[config.mk]
export PLATFORM = sky130hd
export DESIGN_NAME = cw_trig_io_top
export DESIGN_NICKNAME = d
export VERILOG_FILES = /design/src/rtl/cw_trig_io_pkg.sv /design/src/rtl/cw_reg_bank.sv /design/src/rtl/cw_trigger_mux.sv /design/src/rtl/cw_target_io_router.sv /design/src/rtl/cw_reg_readback.sv /design/src/rtl/cw_trig_io_top.sv
export SDC_FILE = /design/constraint.sdc
export NUM_CORES = 1
export LEC_CHECK = 0
export BUFFER_PORTS_ARGS = -buffer_cell sky130_fd_sc_hd__buf_4
export CAP_MARGIN = 20
export CELL_PAD_IN_SITES_DETAIL_PLACEMENT = 1
export CELL_PAD_IN_SITES_GLOBAL_PLACEMENT = 2
export CORE_MARGIN = 10
export CORE_UTILIZATION = 35
export CTS_CLUSTER_SIZE = 10
export DETAILED_ROUTE_END_ITERATION = 12
export PLACE_DENSITY = 0.82
export SETUP_SLACK_MARGIN = 0.05
export SYNTH_ARGS = -nofsm -noshare
export SYNTH_HDL_FRONTEND = slang
export SYNTH_HIERARCHICAL = 1
export SYNTH_SLANG_ARGS = --single-unit
export TNS_END_PERCENT = 10
[constraint.sdc]
create_clock -name clk -period 2.93 [get_ports clk]
set_clock_uncertainty 0.05 [all_clocks]
set_input_delay 0.4395 -clock clk [delete_from_list [all_inputs] [get_ports clk]]
set_output_delay 0.4395 -clock clk [all_outputs]
set_load 0.05 [all_outputs]
[src/rtl/cw_trig_io_pkg.sv]
`default_nettype none

package cw_trig_io_pkg;

	typedef logic [5:0] reg_addr_t; // host register address

	localparam reg_addr_t TRIGSRC_ADDR = 6'd39; // external trigger combine, 1 byte
	localparam reg_addr_t TRIGMOD_ADDR = 6'd40; // trigger module select, 1 byte
	localparam reg_addr_t IOROUTE_ADDR = 6'd55; // target io routing, 8 bytes
	localparam reg_addr_t IOREAD_ADDR  = 6'd59; // sampled pin levels, read only

	typedef enum logic [1:0] {
		TRIG_COMB_OR   = 2'd0, // any enabled line
		TRIG_COMB_AND  = 2'd1, // all enabled lines
		TRIG_COMB_NAND = 2'd2, // inverted and
		TRIG_COMB_OFF  = 2'd3  // forces 0
	} trig_comb_t;

	typedef enum logic [2:0] {
		TRIG_SEL_EXT        = 3'd0, // combined external edge
		TRIG_SEL_ADVIO      = 3'd1, // advanced io pattern
		TRIG_SEL_ANAPATTERN = 3'd2, // analog pattern match
		TRIG_SEL_DECODEDIO  = 3'd3  // decoded io; codes 4..7 give 0
	} trig_sel_t;

	typedef struct packed {
		trig_comb_t  comb; // bits 7:6
		logic [5:0]  en;   // io4 io3 io2 io1 nrst fpa
	} trig_src_t;

	typedef struct packed {
		logic [3:0] unused;
		logic       fpa_out; // drive trigger onto front panel A
		trig_sel_t  sel;
	} trig_mod_t;

	typedef struct packed {
		logic gpio_en;
		logic gpio_val;
		logic uart_oc;     // pin 3 only
		logic usi_oc;      // pin 3 only
		logic usi_in_sel;
		logic usi_out_sel;
		logic rx_sel;
		logic tx_sel;
	} pin_route_t;

	typedef struct packed {
		logic [5:0] unused;
		logic       power_off;  // 1 cuts target power
		logic       avrprog_en;
	} extra_ctrl_t;

	typedef struct packed {
		logic unused;
		logic nrst_ignore_highz;
		logic pdic_val;
		logic pdic_en;
		logic pdid_val;
		logic pdid_en;
		logic nrst_val;
		logic nrst_en;
	} gpio_ctrl_t;

	typedef struct packed {
		logic [7:0]       reserved; // byte 7
		gpio_ctrl_t       gpio;     // byte 6
		extra_ctrl_t      extra;    // byte 5
		logic [7:0]       glitch;   // byte 4, stored only
		pin_route_t [3:0] pin;      // bytes 3..0, pin 1 is index 0
	} io_route_t;

	typedef struct packed {
		trig_src_t trig_src;
		trig_mod_t trig_mod;
		io_route_t io_route;
	} ctrl_regs_t;

	typedef struct packed {
		logic io4;
		logic io3;
		logic io2;
		logic io1;
		logic nrst;
		logic fpa; // bit 0, same order as trig_src_t.en
	} trig_lines_t;

	typedef struct packed {
		logic advio;
		logic anapattern;
		logic decodedio;
	} adv_trig_t;

	typedef struct packed {
		logic value;
		logic oe; // 0 means released
	} pin_drive_t;

	typedef struct packed {
		pin_drive_t [3:0] pin; // pin 1 is index 0
	} pin_drives_t;

	localparam trig_src_t TRIGSRC_RESET = '{comb: TRIG_COMB_OR, en: 6'b00_0001}; // fpa only
	localparam io_route_t IOROUTE_RESET = 64'h0000_0000_0000_0201; // pin1 tx, pin2 rx

endpackage

`default_nettype wire

[src/rtl/cw_reg_bank.sv]
`timescale 1ns/10ps
`default_nettype none

module cw_reg_bank (
	input  wire logic                      clk,
	input  wire logic                      reset,
	input  wire logic                      reg_write_i,   // write strobe
	input  wire cw_trig_io_pkg::reg_addr_t reg_address_i,
	input  wire logic [15:0]               reg_bytecnt_i, // byte lane within register
	input  wire logic [7:0]                reg_datai_i,
	output      cw_trig_io_pkg::ctrl_regs_t regs_o
);

	cw_trig_io_pkg::ctrl_regs_t regs_q; // control register state
	logic [5:0] lane_lsb;               // bit offset of selected ioroute byte

	assign lane_lsb = {reg_bytecnt_i[2:0], 3'b000}; // byte count modulo 8

	always_ff @(posedge clk) begin
		if (reset) begin
			regs_q.trig_src <= cw_trig_io_pkg::TRIGSRC_RESET;
			regs_q.trig_mod <= '0;                          // edge module, fpa not driven
			regs_q.io_route <= cw_trig_io_pkg::IOROUTE_RESET;
		end else if (reg_write_i) begin
			case (reg_address_i)
				cw_trig_io_pkg::TRIGSRC_ADDR: begin
					regs_q.trig_src <= reg_datai_i;
				end
				cw_trig_io_pkg::TRIGMOD_ADDR: begin
					regs_q.trig_mod <= reg_datai_i;
				end
				cw_trig_io_pkg::IOROUTE_ADDR: begin
					regs_q.io_route[lane_lsb +: 8] <= reg_datai_i; // one byte per beat
				end
				default: begin
					// ioread and unknown addresses ignore writes
				end
			endcase
		end
	end

	assign regs_o = regs_q; // visible the cycle after the write edge

	// the host walks ioroute bytes 0..7, anything higher would alias a lower lane
	a_ioroute_lane: assert property (
		@(posedge clk) disable iff (reset)
		(reg_write_i && reg_address_i == cw_trig_io_pkg::IOROUTE_ADDR) |-> (reg_bytecnt_i < 16'd8)
	) else $error("ioroute write with byte count %0d", reg_bytecnt_i);

endmodule

`default_nettype wire

[src/rtl/cw_trigger_mux.sv]
`timescale 1ns/10ps
`default_nettype none

module cw_trigger_mux (
	input  wire cw_trig_io_pkg::trig_src_t   trig_src_i,
	input  wire cw_trig_io_pkg::trig_mod_t   trig_mod_i,
	input  wire cw_trig_io_pkg::trig_lines_t lines_i,  // external trigger inputs
	input  wire cw_trig_io_pkg::adv_trig_t   adv_i,    // advanced trigger modules
	output      logic                        trigger_ext_o,
	output      logic                        trigger_o,
	output      cw_trig_io_pkg::pin_drive_t  fpa_drive_o
);

	logic [5:0] lines;    // flat view of the inputs
	logic       trig_or;  // disabled lines count as 0
	logic       trig_and; // disabled lines count as 1
	logic       trig_ext;
	logic       trig;

	assign lines    = lines_i;
	assign trig_or  = |(lines & trig_src_i.en);
	assign trig_and = &(lines | ~trig_src_i.en);

	always_comb begin
		case (trig_src_i.comb)
			cw_trig_io_pkg::TRIG_COMB_OR:   trig_ext = trig_or;
			cw_trig_io_pkg::TRIG_COMB_AND:  trig_ext = trig_and;
			cw_trig_io_pkg::TRIG_COMB_NAND: trig_ext = ~trig_and;
			default:                        trig_ext = 1'b0; // off
		endcase
	end

	always_comb begin
		case (trig_mod_i.sel)
			cw_trig_io_pkg::TRIG_SEL_EXT:        trig = trig_ext;
			cw_trig_io_pkg::TRIG_SEL_ADVIO:      trig = adv_i.advio;
			cw_trig_io_pkg::TRIG_SEL_ANAPATTERN: trig = adv_i.anapattern;
			cw_trig_io_pkg::TRIG_SEL_DECODEDIO:  trig = adv_i.decodedio;
			default:                             trig = 1'b0; // codes 4..7
		endcase
	end

	assign trigger_ext_o     = trig_ext;
	assign trigger_o         = trig;       // same cycle as the inputs
	assign fpa_drive_o.value = trig;       // mirror capture trigger on fpa
	assign fpa_drive_o.oe    = trig_mod_i.fpa_out;

	// no capture trigger may come from an unassigned module code
	a_sel_range: assert final (trig_mod_i.sel < 3'd4 || !trigger_o)
		else $error("trigger with module code %0d", trig_mod_i.sel);

endmodule

`default_nettype wire

[src/rtl/cw_target_io_router.sv]
`timescale 1ns/10ps
`default_nettype none

module cw_target_io_router (
	input  wire logic                        clk,
	input  wire logic                        reset,
	input  wire cw_trig_io_pkg::io_route_t   route_i,
	input  wire logic [3:0]                  pins_i,    // levels seen on target io 4..1
	input  wire logic                        uart_tx_i,
	input  wire logic                        usi_out_i,
	output      cw_trig_io_pkg::pin_drives_t pins_o,
	output      logic                        uart_rx_o,
	output      logic                        usi_in_o,
	output      logic                        targetpower_off_o,
	output      logic                        avrprog_en_o,
	output      cw_trig_io_pkg::gpio_ctrl_t  gpio_o
);

	logic                        power_off_q; // pins blank one cycle after the register
	cw_trig_io_pkg::pin_drives_t drv;
	logic [3:0]                  oe_vec;      // per pin output enable, for checking
	logic                        uart_rx;
	logic                        usi_in;

	always_ff @(posedge clk) begin
		if (reset) begin
			power_off_q <= 1'b0;
		end else begin
			power_off_q <= route_i.extra.power_off;
		end
	end

	// first match wins, pin 3 is index 2, pin 4 has tx and gpio only
	always_comb begin
		drv = '0; // released
		for (int i = 0; i < 4; i++) begin
			if (power_off_q) begin
				drv.pin[i] = '0; // target unpowered, never back-drive
			end else if (route_i.pin[i].tx_sel) begin
				drv.pin[i] = '{value: uart_tx_i, oe: 1'b1};
			end else if (route_i.pin[i].usi_out_sel && i < 3) begin
				drv.pin[i] = '{value: usi_out_i, oe: 1'b1};
			end else if (route_i.pin[i].usi_oc && i == 2) begin
				drv.pin[i] = '{value: 1'b0, oe: ~usi_out_i}; // pull low only
			end else if (route_i.pin[i].uart_oc && i == 2) begin
				drv.pin[i] = '{value: 1'b0, oe: ~uart_tx_i};
			end else if (route_i.pin[i].gpio_en) begin
				drv.pin[i] = '{value: route_i.pin[i].gpio_val, oe: 1'b1};
			end
		end
	end

	always_comb begin
		for (int i = 0; i < 4; i++) begin
			oe_vec[i] = drv.pin[i].oe;
		end
	end

	// lowest numbered pin wins, so scan from the top down
	always_comb begin
		uart_rx = 1'b1; // idle level when nothing is routed
		for (int i = 3; i >= 0; i--) begin
			if (route_i.pin[i].rx_sel) begin
				uart_rx = pins_i[i];
			end
		end
	end

	always_comb begin
		usi_in = 1'b1; // pins 1..3 only
		for (int i = 2; i >= 0; i--) begin
			if (route_i.pin[i].usi_in_sel) begin
				usi_in = pins_i[i];
			end
		end
	end

	assign pins_o            = drv;
	assign uart_rx_o         = uart_rx;
	assign usi_in_o          = usi_in;
	assign targetpower_off_o = power_off_q;
	assign avrprog_en_o      = route_i.extra.avrprog_en;
	assign gpio_o            = route_i.gpio; // nrst, pdid, pdic go straight out

	// once power_off has been in the register for a cycle every pin is released
	a_blank_when_off: assert property (
		@(posedge clk) disable iff (reset)
		route_i.extra.power_off |=> (oe_vec == 4'b0000)
	) else $error("pin driven while target power off, oe %b", oe_vec);

endmodule

`default_nettype wire

[src/rtl/cw_reg_readback.sv]
`timescale 1ns/10ps
`default_nettype none

module cw_reg_readback (
	input  wire logic                       clk,
	input  wire logic                       reset,
	input  wire logic                       reg_read_i,
	input  wire logic                       reg_addrvalid_i,
	input  wire cw_trig_io_pkg::reg_addr_t  reg_address_i,
	input  wire cw_trig_io_pkg::reg_addr_t  reg_hypaddress_i, // length lookup address
	input  wire logic [15:0]                reg_bytecnt_i,
	input  wire cw_trig_io_pkg::ctrl_regs_t regs_i,
	input  wire logic [3:0]                 pins_i,
	output      logic [7:0]                 reg_datao_o,
	output      logic [15:0]                reg_hyplen_o
);

	logic [3:0] ioread_q; // pin levels from the previous edge
	logic [7:0] data_q;
	logic       valid_q;  // address known, gates the read data
	logic [5:0] lane_lsb;

	// register length in bytes, 0 marks an unknown address
	function automatic logic [15:0] reg_len(input cw_trig_io_pkg::reg_addr_t addr);
		case (addr)
			cw_trig_io_pkg::TRIGSRC_ADDR: reg_len = 16'd1;
			cw_trig_io_pkg::TRIGMOD_ADDR: reg_len = 16'd1;
			cw_trig_io_pkg::IOROUTE_ADDR: reg_len = 16'd8;
			cw_trig_io_pkg::IOREAD_ADDR:  reg_len = 16'd1;
			default:                      reg_len = 16'd0;
		endcase
	endfunction

	assign lane_lsb = {reg_bytecnt_i[2:0], 3'b000};

	always_ff @(posedge clk) begin
		if (reset) begin
			ioread_q <= 4'b0000;
			valid_q  <= 1'b0;
		end else begin
			ioread_q <= pins_i; // sampled every clock
			valid_q  <= reg_addrvalid_i && (reg_len(reg_address_i) != 16'd0);
		end
	end

	always_ff @(posedge clk) begin
		if (reg_read_i) begin
			case (reg_address_i)
				cw_trig_io_pkg::TRIGSRC_ADDR: data_q <= regs_i.trig_src;
				cw_trig_io_pkg::TRIGMOD_ADDR: data_q <= regs_i.trig_mod;
				cw_trig_io_pkg::IOROUTE_ADDR: data_q <= regs_i.io_route[lane_lsb +: 8];
				cw_trig_io_pkg::IOREAD_ADDR:  data_q <= {4'b0000, ioread_q};
				default:                      data_q <= 8'h00;
			endcase
		end
	end

	assign reg_datao_o  = valid_q ? data_q : 8'h00; // reads 0 outside a valid access
	assign reg_hyplen_o = reg_len(reg_hypaddress_i);   // combinational for the host

endmodule

`default_nettype wire

[src/rtl/cw_trig_io_top.sv]
`timescale 1ns/10ps
`default_nettype none

module cw_trig_io_top (
	input  wire logic                        clk,
	input  wire logic                        reset,
	input  wire logic                        reg_write_i,
	input  wire logic                        reg_read_i,
	input  wire logic                        reg_addrvalid_i,
	input  wire cw_trig_io_pkg::reg_addr_t   reg_address_i,
	input  wire cw_trig_io_pkg::reg_addr_t   reg_hypaddress_i,
	input  wire logic [15:0]                 reg_bytecnt_i,
	input  wire logic [7:0]                  reg_datai_i,
	input  wire cw_trig_io_pkg::trig_lines_t lines_i,
	input  wire cw_trig_io_pkg::adv_trig_t   adv_i,
	input  wire logic [3:0]                  pins_i,
	input  wire logic                        uart_tx_i,
	input  wire logic                        usi_out_i,
	output      logic [7:0]                  reg_datao_o,
	output      logic [15:0]                 reg_hyplen_o,
	output      logic                        trigger_ext_o,
	output      logic                        trigger_o,      // to the capture system
	output      cw_trig_io_pkg::pin_drive_t  fpa_drive_o,
	output      cw_trig_io_pkg::pin_drives_t pins_o,
	output      logic                        uart_rx_o,
	output      logic                        usi_in_o,
	output      logic                        targetpower_off_o,
	output      logic                        avrprog_en_o,
	output      cw_trig_io_pkg::gpio_ctrl_t  gpio_o
);

	cw_trig_io_pkg::ctrl_regs_t regs; // shared control state

	cw_reg_bank i_reg_bank (
		.clk           (clk),
		.reset         (reset),
		.reg_write_i   (reg_write_i),
		.reg_address_i (reg_address_i),
		.reg_bytecnt_i (reg_bytecnt_i),
		.reg_datai_i   (reg_datai_i),
		.regs_o        (regs)
	);

	cw_trigger_mux i_trigger_mux (
		.trig_src_i    (regs.trig_src),
		.trig_mod_i    (regs.trig_mod),
		.lines_i       (lines_i),
		.adv_i         (adv_i),
		.trigger_ext_o (trigger_ext_o),
		.trigger_o     (trigger_o),
		.fpa_drive_o   (fpa_drive_o)
	);

	cw_target_io_router i_io_router (
		.clk               (clk),
		.reset             (reset),
		.route_i           (regs.io_route),
		.pins_i            (pins_i),
		.uart_tx_i         (uart_tx_i),
		.usi_out_i         (usi_out_i),
		.pins_o            (pins_o),
		.uart_rx_o         (uart_rx_o),
		.usi_in_o          (usi_in_o),
		.targetpower_off_o (targetpower_off_o),
		.avrprog_en_o      (avrprog_en_o),
		.gpio_o            (gpio_o)
	);

	cw_reg_readback i_readback (
		.clk              (clk),
		.reset            (reset),
		.reg_read_i       (reg_read_i),
		.reg_addrvalid_i  (reg_addrvalid_i),
		.reg_address_i    (reg_address_i),
		.reg_hypaddress_i (reg_hypaddress_i),
		.reg_bytecnt_i    (reg_bytecnt_i),
		.regs_i           (regs),
		.pins_i           (pins_i),
		.reg_datao_o      (reg_datao_o),
		.reg_hyplen_o     (reg_hyplen_o)
	);

endmodule

`default_nettype wire

==> results of run 1 <==
==> cell families after synthesis <==
logic type | Yosys count
compound gates | 48
other cells | 1
simple gates | 180
mux | 96
flops | 94
buf+inv | 58
fa+ha+maj | 3
==> sequential cells by signal, indices dropped and copies added (netlist names) <==
name	cells
i_reg_bank/regs_o	80
i_io_router/targetpower_off_o	1
i_readback/valid_q	1
i_readback/data_q	8
i_readback/ioread_q	4
==> layer usage <==
layer	global-route usage (%)	vias up	part of all wire [%]
met3	3.981	15	5.0
met2	23.94	93	47
li1	-	1824	-
met1	18.50	1882	47
met4	4.174	0	1.2
met5	0	-	0
==> worst max-delay path, delay by kind of cell (launching register included) <==
kind,cells,cell delay [ns]
flops,1,0.37
compound gates,3,0.95
buf+inv,2,0.29
==> cells in the final DEF, fill, tap and decap left out, types with 9 or more instances in the layout <==
master / netlist / layout
buf_4: 26 / 90
clkbuf_16: 0 / 10
conb_1: 1 / 14
dfxtp_1: 86 / 86
inv_1: 12 / 12
mux2i_1: 75 / 75
nand2_1: 11 / 11
nand2b_1: 39 / 39
nand3_1: 14 / 14
nor2_1: 61 / 61
nor2b_1: 9 / 9
==> synthesized netlist by cell type, types with 6 or more instances <==
master,n
dfxtp_1,86
mux2i_1,75
nor2_1,61
nand2b_1,39
buf_4,26
nand3_1,14
inv_1,12
clkbuf_1,11
nand2_1,11
nor2b_1,9
a21oi_1,8
a32oi_1,8
and2_1,8
edfxtp_1,8
mux4_1,8
mux4_2,8
nor3_1,8
o21ai_2,7
nand3b_1,6
==> layout make-up <==
cell class	instances	area share (%)
multi-input cells	341	45.50
well taps	180	3.785
clock inverters	6	1.367
flip-flops and latches	94	32.97
inverters	13	0.8200
repair buffers	90	11.35
clock buffers	10	4.205
==> per-stage QoR <==
stage	hold WS, ns	instance area, µm²
finish	0.2806	5951
detailed placement	0.4205	5619
CTS	0.2742	5951
global placement	0.4041	5619
floorplan	0.3930	5042
global route	0.2813	5951
==> worst min-delay path by stage <==
stage	slack, ns	endpoint	start	cells past startpoint
4_1_cts	0.27	i_readback/ioread_q[0]$_SDFF_PP0_	pins_i[0]	2
2_1_floorplan	0.39	i_reg_bank/regs_o[62]$_SDFFE_PP0P_	i_reg_bank/regs_o[62]$_SDFFE_PP0P_	2
3_5_place_dp	0.42	i_reg_bank/regs_o[33]$_SDFFE_PP0P_	i_reg_bank/regs_o[33]$_SDFFE_PP0P_	2
5_1_grt	0.28	i_readback/ioread_q[0]$_SDFF_PP0_	pins_i[0]	2
3_3_place_gp	0.40	i_reg_bank/regs_o[62]$_SDFFE_PP0P_	i_reg_bank/regs_o[62]$_SDFFE_PP0P_	2
6_report	0.28	i_readback/ioread_q[2]$_SDFF_PP0_	pins_i[2]	2
==> power breakdown <==
part           switching, mW  internal, mW
clock network          0.509         0.796
registers            0.00353          1.30
logic                  0.177        0.0930
==> run metrics, run 1 <==
Vias/cell approximately 5.2; ratio of cells with drive above 1 in the final layout between 20 and 30%; CTS Buf Count 9; Final min period approximately 2.4 ns; Nets 608; postcts setup bufs 0; initial antenna violation count 0; Post-synth top flop dfxtp_1; Slew HR 42.35%; final setup violation count 0; crit path to trigger_o; area leader, netlist dfxtp_1; endpoint type of the worst setup path output port; Fillers 1,572; MaxCap Viol Count 0; fin worst setup slack slightly below 0.5 ns; DP HPWL approximately 10 mm; multi-input logic area 2708 µm²; largest family of logic cells by synthesized area multiplexers; Simple-Gate Fraction of Synth Area about a fifth; die width 139.4 µm; io pins 104; Leakage 2.439 nW; placed insts 718; Mean Syn Cell Area 10.39 µm²; CTS Buffer Depth 2; Area growth syn-to-layout 19.29%; DRT antenna net count 0; GPL Wtd Cong a little under 0.8; FF-to-FF Start i_reg_bank/regs_o[18]$_SDFFE_PP0P_; sequential fraction of the synthesis area 39.33%; Overall Power slightly below 3 mW; die span in y between 100 and 150 µm; area of the core between 10,000 and 15,000 µm²; Hold Crit Class in2reg; Crit-path slowest cell o41ai_1; post-synthesis cell area 4989 µm²; largest cells by area after synthesis dfxtp_1 (35%), mux2i_1 (15%), nand2b_1 (4.9%); CP arrival slightly below 2 ns; Synth Area in XOR/XNOR 0%; flops & latches, synth 94; Fin Setup TNS 0 ns; non-filler cells, final 734; GRT overflow 0; CTS clk-pin slew, worst paths 0.07 ns; crit-path max FO 4; Mapped Cells 480; Post-Route WL 14.34 mm; Crit. Startpoint i_reg_bank/regs_o[74]$_SDFFE_PP0P_; EDFF count, synth 8; Max Freq 0.4085 GHz; Cell variety after synth 57; Max Slew Vio Count 0; largest vdd supply drop 0.2411 mV; drt first pass iters 4; # DRC 0; n_diodes 0; Root Buffer clkbuf_16; Yosys top cell area share 34.51%; status completed; Least-Margin Pin Slew ~0.86 ns; Adder-Cell Fraction of Synth Area 0.7524%; CTS Hold Buffers Added 0; worst skew pair latency 0.35 ns; Cell Pwr Density 484.0 nW/µm²; Crit Path Category reg2out; post-synthesis compound-gate area fraction 7.299%; final worst-path cycle share 83.56%; post-CTS sizing 0; number of clock sinks 94; mux contribution to synthesized area 24.00%; Die Area 19,430 µm²; RR Endpoint i_readback/data_q[2]$_SDFFCE_PN0P_; first-pass GRT wire length 23.16 mm; crit path cell chain inv_1 -> o22ai_1 -> o41ai_1 -> o31ai_2 -> buf_4; RSZ-0062 raised after global routing false; reg2reg path depth 4; Starting DRT DRC Count ~220; row cnt 43; Critical Path RT 2.44 ns; # H-tree levels 3; Worst setup SP type flip-flop; biggest cell delay along the critical path 0.68 ns; Final Hold Viols 0; GRT Util Overall around 15%; largest net degree at the start of global routing 80; Placement Setup Slack around 0.15 ns; CTS tree yes; asr flop ratio synth 0%; final core occ about 43%; Register Area 1962 µm²; I/O Buffers 76; vias in the first global route 4,189; average wire per standard cell 19.53 µm; Ys Warns 6; DR vias ~3,800; initial core utilization 35.80%; reg2reg setup slack around 1.3 ns
Note: power is estimated with default switching activity, not from simulation.
==> inputs of run 2 (changes only) <==
--- a/config.mk
+++ b/config.mk
@@ -10,10 +10,10 @@
 export CELL_PAD_IN_SITES_DETAIL_PLACEMENT = 1
 export CELL_PAD_IN_SITES_GLOBAL_PLACEMENT = 2
 export CORE_MARGIN = 10
-export CORE_UTILIZATION = 35
+export CORE_UTILIZATION = 31
 export CTS_CLUSTER_SIZE = 10
 export DETAILED_ROUTE_END_ITERATION = 12
-export PLACE_DENSITY = 0.82
+export PLACE_DENSITY = 0.77
 export SETUP_SLACK_MARGIN = 0.05
 export SYNTH_ARGS = -nofsm -noshare
 export SYNTH_HDL_FRONTEND = slang
==> constraint.sdc (replaced) <==
create_clock -name clk -period 2 [get_ports clk]
set_clock_uncertainty 0.05 [all_clocks]
set_input_delay 0.3 -clock clk [delete_from_list [all_inputs] [get_ports clk]]
set_output_delay 0.3 -clock clk [all_outputs]
set_load 0.05 [all_outputs]
==> run 2 against run 1 <==
  * The run now ends with setup timing left
  * Hold slack worse by 0.14 ns
  * First-iteration DRC count decreased by 14%
  * Register-to-register slack worse by 0.95 ns
  * Flip-flop and latch count unchanged
  * Count of clock-buffer cells in the layout down 1
  * Core utilization is 2.2 points lower
  * Critical path depth unchanged
  * Combinational power rose by 69%
  * Final cell count up 8.0%
  * Via count rose by 2.4%
  * Largest power group is now the clock network
  * Highest routed layer unchanged
==> run metrics, run 2 (synthesized netlist as in run 1, its figures left out) <==
crit-path max FO 4 (unchanged); die width 146.9 µm (was 139.4 µm); drt first pass iters 5 (was 4); RSZ-0062 raised after global routing true (was false); Crit Path Category reg2out (unchanged); area of the core 15,830 µm² (was 13,930 µm²); largest net degree at the start of global routing 35 (was 80); I/O Buffers 76 (unchanged); initial core utilization 31.52% (was 35.80%); Overall Power 4.311 mW (was 2.880 mW); MaxCap Viol Count 0 (unchanged); commonest cells after routing, fill and taps aside buf_4 (100), dfxtp_1 (81), mux2i_1 (75) (was buf_4 (90), dfxtp_1 (86), mux2i_1 (75)); final worst-path cycle share 100.2%; placed insts 777 (was 718); Critical Path RT 1.65 ns (was 2.44 ns); # H-tree levels 3 (unchanged); io pins 104 (unchanged); fin area 6409 µm² (was 5951 µm²); Sequential Power Share 44.4% (was 45.3%); FF-to-FF Start i_reg_bank/regs_o[2]$_SDFFE_PP0P_ (was i_reg_bank/regs_o[18]$_SDFFE_PP0P_); DRT antenna net count 0 (unchanged); final setup violation count 2 (was 0); Crit-path slowest cell dfxtp_2 (was o41ai_1); endpoint type of the worst setup path output port (unchanged); Max Slew Vio Count 0 (unchanged); Area growth syn-to-layout 28.47% (was 19.29%); row cnt 46 (was 43); Max Freq 0.4989 GHz; Fillers 1,778 (was 1,572); number of clock sinks 94 (unchanged); Starting DRT DRC Count 186 (was 216); Nets 632 (was 608); CP bufs+invs 2 (unchanged); Leakage 2.608 nW (was 2.439 nW); GRT overflow 0 (unchanged); placed cell areas 5993 µm² (was 5619 µm²); ratio of cells with drive above 1 in the final layout 30.85% (was 25.63%); status finished with violations (was completed); average wire per standard cell 18.85 µm (was 19.53 µm); Hold Crit Endpoint i_readback/ioread_q[0]$_SDFF_PP0_ (was i_readback/ioread_q[2]$_SDFF_PP0_); GRT Util Overall 13.62% (was 14.67%); n_diodes 0 (unchanged); RR Endpoint i_readback/data_q[2]$_SDFFCE_PN0P_ (unchanged); commonest non-fill, non-tap cell in the layout buf_4 (unchanged); die span in y 146.9 µm (was 139.4 µm); CTS Buf Count 9 (unchanged); initial antenna violation count 0 (unchanged); # DRC 0 (unchanged); Gate power share 10.6% (was 9.4%); reg2reg setup slack 0.31 ns (was 1.26 ns); CTS Hold Buffers Added 0 (unchanged); Final Hold Viols 0 (unchanged); vias in the first global route 4,181 (was 4,189); crit path cell chain inv_1 -> o22ai_2 -> o31a_1 -> o31ai_4 -> buf_6 (was inv_1 -> o22ai_1 -> o41ai_1 -> o31ai_2 -> buf_4); Final min period 2.004 ns; Die Area 21,570 µm² (was 19,430 µm²); largest vdd supply drop 0.4181 mV (was 0.2411 mV); worst hold path depth 2 (unchanged); Psw 1.009 mW (was 689.4 µW); hold_sp pins_i[0] (was pins_i[2]); biggest cell delay along the critical path 0.34 ns (was 0.68 ns); Internal 3.303 mW (was 2.191 mW); max FFs per register 80 (unchanged); fin worst setup slack -0.004462 ns (was 0.4818 ns); Hold Crit Class in2reg (unchanged); GPL Wtd Cong 0.8404 (was 0.7723); non-filler cells, final 793 (was 734); Sw Ratio 23.39% (was 23.94%); DP HPWL 11.37 mm (was 10.48 mm); CTS tree yes (unchanged); first-pass GRT wire length 23.68 mm (was 23.16 mm); Clk pwr share 45.1% (was 45.3%); Worst path top cell family by delay compound AO/OA/AOI/OAI gates (unchanged); Vias/cell 4.923 (was 5.196); hold slack 0.1447 ns (was 0.2806 ns); worst skew pair latency 0.33 ns (was 0.35 ns); Cell Pwr Density 672.7 nW/µm² (was 484.0 nW/µm²); failing checks setup timing; Post-Route WL 14.95 mm (was 14.34 mm); DR vias 3,904 (was 3,814); WP depth 5 (unchanged); CTS Buffer Depth 2 (unchanged); Root Buffer clkbuf_16 (unchanged); CP arrival 1.65 ns (was 1.96 ns); CTS clk-pin slew, worst paths 0.07 ns (about the same); reg2reg path depth 4 (unchanged); Worst setup SP type flip-flop (unchanged)
-- run 2: cell count changes in the layout (fill, tap and decap cells not counted), sizes merged --
cell | previous run | this run
buf | 90 | 114
bufinv | 2 | 3
clkbuf | 10 | 9
inv | 13 | 12
-- run 2: power groups by stage --
stage | logic [mW] | registers (mW) | clock network, mW
final | 0.455 | 1.91 | 1.94
after global routing | 0.487 | 1.91 | 2.06
after CTS | 0.456 | 1.91 | 1.98
after detailed placement | 0.447 | 1.96 | 0
after global placement | 0.437 | 1.96 | 0
after floorplan | 0.278 | 1.95 | 0
-- run 2: through the flow --
stage	setup TNS [ns]	setup WS [ns]	utilization, %
6_report	-0.007920	-0.004462	40.49
5_1_grt	-0.3362	-0.1161	40.49
4_1_cts	0	0.004365	40.28
3_5_place_dp	-7.725	-0.3182	37.87
3_3_place_gp	-5.409	-0.2977	37.87
2_1_floorplan	-0.7659	-0.09516	-
-- run 2: layout make-up --
type	instances	area (µm²)	share of cell area, %
flip-flops and latches	94	1968	30.71
repair buffers	114	969.7	15.13
well taps	216	270.3	4.217
multi-input cells	341	2799	43.67
inverters	13	66.31	1.035
clock buffers	9	225.2	3.514
clock inverters	6	110.1	1.718
-- run 2: worst max-delay path by stage --
stage                                             startpoint                           endpoint  slack, ns
after floorplan                             reg_bytecnt_i[1]  i_reg_bank/regs_o[7]$_SDFFE_PP0P_       -0.1
after CTS                 i_reg_bank/regs_o[76]$_SDFFE_PP0P_                          trigger_o      0.004
final                     i_reg_bank/regs_o[72]$_SDFFE_PP1P_                          trigger_o     -0.004
after global placement                      reg_bytecnt_i[1]  i_reg_bank/regs_o[0]$_SDFFE_PP1P_      -0.30
after detailed placement                    reg_bytecnt_i[1]  i_reg_bank/regs_o[6]$_SDFFE_PP0P_      -0.32
after global routing      i_reg_bank/regs_o[76]$_SDFFE_PP0P_                      trigger_ext_o      -0.12
-- run 2: metal layers --
layer / routed length [µm] / up-vias / GRT usage (%)
met5: 0 / - / 0
met4: 155 / 0 / 2.703
met3: 893 / 17 / 4.330
met2: 7029 / 102 / 22.37
met1: 6874 / 1908 / 17.16
li1: - / 1877 / -
-- run 2: what timing repair did --
| item | in CTS | in global routing |
|---|---|---|
| resized for setup | 9 | 10 |
| cloned | 0 | 0 |
| setup endpoints to repair | 6 | 13 |
| buffers inserted | 0 | 1 |
| pin swaps | 2 | 8 |
==> inputs of run 3 (changes only) <==
==> constraint.sdc (replaced) <==
create_clock -name clk -period 1.7 [get_ports clk]
set_clock_uncertainty 0.05 [all_clocks]
set_input_delay 0.255 -clock clk [delete_from_list [all_inputs] [get_ports clk]]
set_output_delay 0.255 -clock clk [all_outputs]
set_load 0.05 [all_outputs]
==> run 3 against run 2 <==
  * The run still ends with setup timing left
  * Clock power increased by 11%
  * Worst setup slack got worse by 0.30 ns
  * Global-route usage increased by 0.92 points
  * Register-to-register slack got worse by 0.23 ns
  * Largest power group is now registers
==> run metrics, run 3 (synthesized netlist as in run 1, its figures left out) <==
status finished with violations (unchanged); failing checks setup timing (unchanged); crit-path max FO 2 (was 4); Leakage 2.755 nW (was 2.608 nW); CP arrival 1.70 ns (was 1.65 ns); initial core utilization 31.52% (unchanged); Starting DRT DRC Count 210 (was 186); number of clock sinks 94 (unchanged); Max Slew Vio Count 0 (unchanged); Sequential Power Share 45.0% (was 44.4%); MaxCap Viol Count 0 (unchanged); ratio of cells with drive above 1 in the final layout 36.23% (was 30.85%); drt first pass iters 4 (was 5); first-pass GRT wire length 25.12 mm (was 23.68 mm); Clk pwr share 43.3% (was 45.1%); DRT antenna net count 0 (unchanged); largest vdd supply drop 0.4894 mV (was 0.4181 mV); largest net degree at the start of global routing 29 (was 35); Nets 653 (was 632); hold slack 0.1104 ns (was 0.1447 ns); GRT overflow 0 (unchanged); fin worst setup slack -0.3076 ns (was -0.004462 ns); die span in y 146.9 µm (unchanged); CTS clk-pin slew, worst paths 0.06 ns (was 0.07 ns); GRT Util Overall 14.54% (was 13.62%); GPL Wtd Cong 0.7925 (was 0.8404); CP bufs+invs 2 (unchanged); Fin Setup TNS -2.396 ns (was -0.007920 ns); # DRC 0 (unchanged); Final min period 2.008 ns; final worst-path cycle share 118.1%; # H-tree levels 3 (unchanged); Critical Path RT 1.39 ns (was 1.65 ns); vias in the first global route 4,402 (was 4,181); Root Buffer clkbuf_16 (unchanged); Crit Path Category reg2out (unchanged); CTS Buffer Depth 2 (unchanged); commonest non-fill, non-tap cell in the layout buf_4 (unchanged); final core occ 42.51% (was 40.49%); Worst path top cell family by delay compound AO/OA/AOI/OAI gates (unchanged); Hold Crit Class in2reg (unchanged); worst skew pair latency 0.34 ns (was 0.33 ns); Overall Power 4.989 mW (was 4.311 mW); Final Hold Viols 0 (unchanged); n_diodes 0 (unchanged); Die Area 21,570 µm² (unchanged); Gate power share 11.7% (was 10.6%); Worst setup SP type flip-flop (unchanged); average wire per standard cell 19.76 µm (was 18.85 µm); Crit-path slowest cell o31a_1 (was dfxtp_2); area of the core 15,830 µm² (unchanged); Placement Setup Slack -0.5861 ns (was -0.3182 ns); final setup violation count 19 (was 2); I/O Buffers 76 (unchanged); Vias/cell 4.955 (was 4.923); die width 146.9 µm (unchanged); Post-Route WL 16.10 mm (was 14.95 mm); io pins 104 (unchanged); Psw 1.198 mW (was 1.009 mW); CTS Buf Count 9 (unchanged); CTS tree yes (unchanged); commonest cells after routing, fill and taps aside buf_4 (106), mux2i_1 (74), dfxtp_1 (71) (was buf_4 (100), dfxtp_1 (81), mux2i_1 (75)); DP HPWL 11.75 mm (was 11.37 mm); DR vias 4,038 (was 3,904); row cnt 46 (unchanged); initial antenna violation count 0 (unchanged); Sw Ratio 24.01% (was 23.39%); RSZ-0062 raised after global routing true (unchanged); crit path cell chain inv_1 -> o22ai_1 -> o31a_1 -> o31ai_4 -> buf_6 (was inv_1 -> o22ai_2 -> o31a_1 -> o31ai_4 -> buf_6); Cell Pwr Density 741.4 nW/µm² (was 672.7 nW/µm²); Internal 3.791 mW (was 3.303 mW); Area growth syn-to-layout 34.89% (was 28.47%); biggest cell delay along the critical path 0.37 ns (was 0.34 ns); max FFs per register 80 (unchanged); endpoint type of the worst setup path output port (unchanged); Max Freq around 0.5 GHz
==> run 3: changes by cell type in the layout (fill, tap and decap cells not counted), sizes merged <==
cell / before / now
clkinv: 4 / 2
bufinv: 3 / 1
clkbuf: 9 / 14
buf: 114 / 135
==> run 3: routing by layer <==
layer	part of all wire (%)	track usage, %
met4	1.3	3.504
met3	5.4	4.023
met1	46	17.98
met2	48	24.46
met5	0	0
==> run 3: power groups by stage <==
stage	clock network, mW	logic, mW	registers (mW)
after global placement	0	0.525	2.30
final	2.16	0.583	2.25
after CTS	2.21	0.571	2.25
after floorplan	0	0.327	2.30
after detailed placement	0	0.539	2.30
after global routing	2.31	0.621	2.25
==> run 3: final timing paths <==
check,endpoint,startpoint,slack (ns),cells past startpoint
worst min-delay path,i_readback/ioread_q[2]$_SDFF_PP0_,pins_i[2],0.11,2
worst max-delay path,fpa_drive_o[1],i_reg_bank/regs_o[74]$_SDFFE_PP0P_,-0.31,5
worst max register to register,i_readback/data_q[0]$_SDFFCE_PN0P_,i_reg_bank/regs_o[0]$_SDFFE_PP1P_,0.08,4
worst min register to register,i_reg_bank/regs_o[35]$_SDFFE_PP0P_,i_reg_bank/regs_o[35]$_SDFFE_PP0P_,0.43,2
==> run 3: per-stage QoR <==
stage | cells | area (µm²)
after floorplan | 493 | 5111
after global routing | 815 | 6729
after global placement | 790 | 6103
after detailed placement | 790 | 6103
after CTS | 814 | 6668
final | 815 | 6729
==> run 3: layout make-up <==
| class | instances | area (µm²) |
|---|---|---|
| Inverter | 13 | 66.31 |
| Fill cell | 1765 | 9099 |
| Tap cell | 216 | 270.3 |
| Clock buffer | 14 | 285.3 |
| Sequential cell | 94 | 1988 |
| Timing Repair Buffer | 135 | 1226 |
| Multi-Input combinational cell | 341 | 2856 |
| Clock inverter | 2 | 36.28 |
==> run 3: timing repair <==
action                                  CTS  global route
buffers inserted                          8             1
resized for setup                        46            19
endpoints found under the setup margin   52            64
pin swaps                                18            14
hold buffers                              0             0
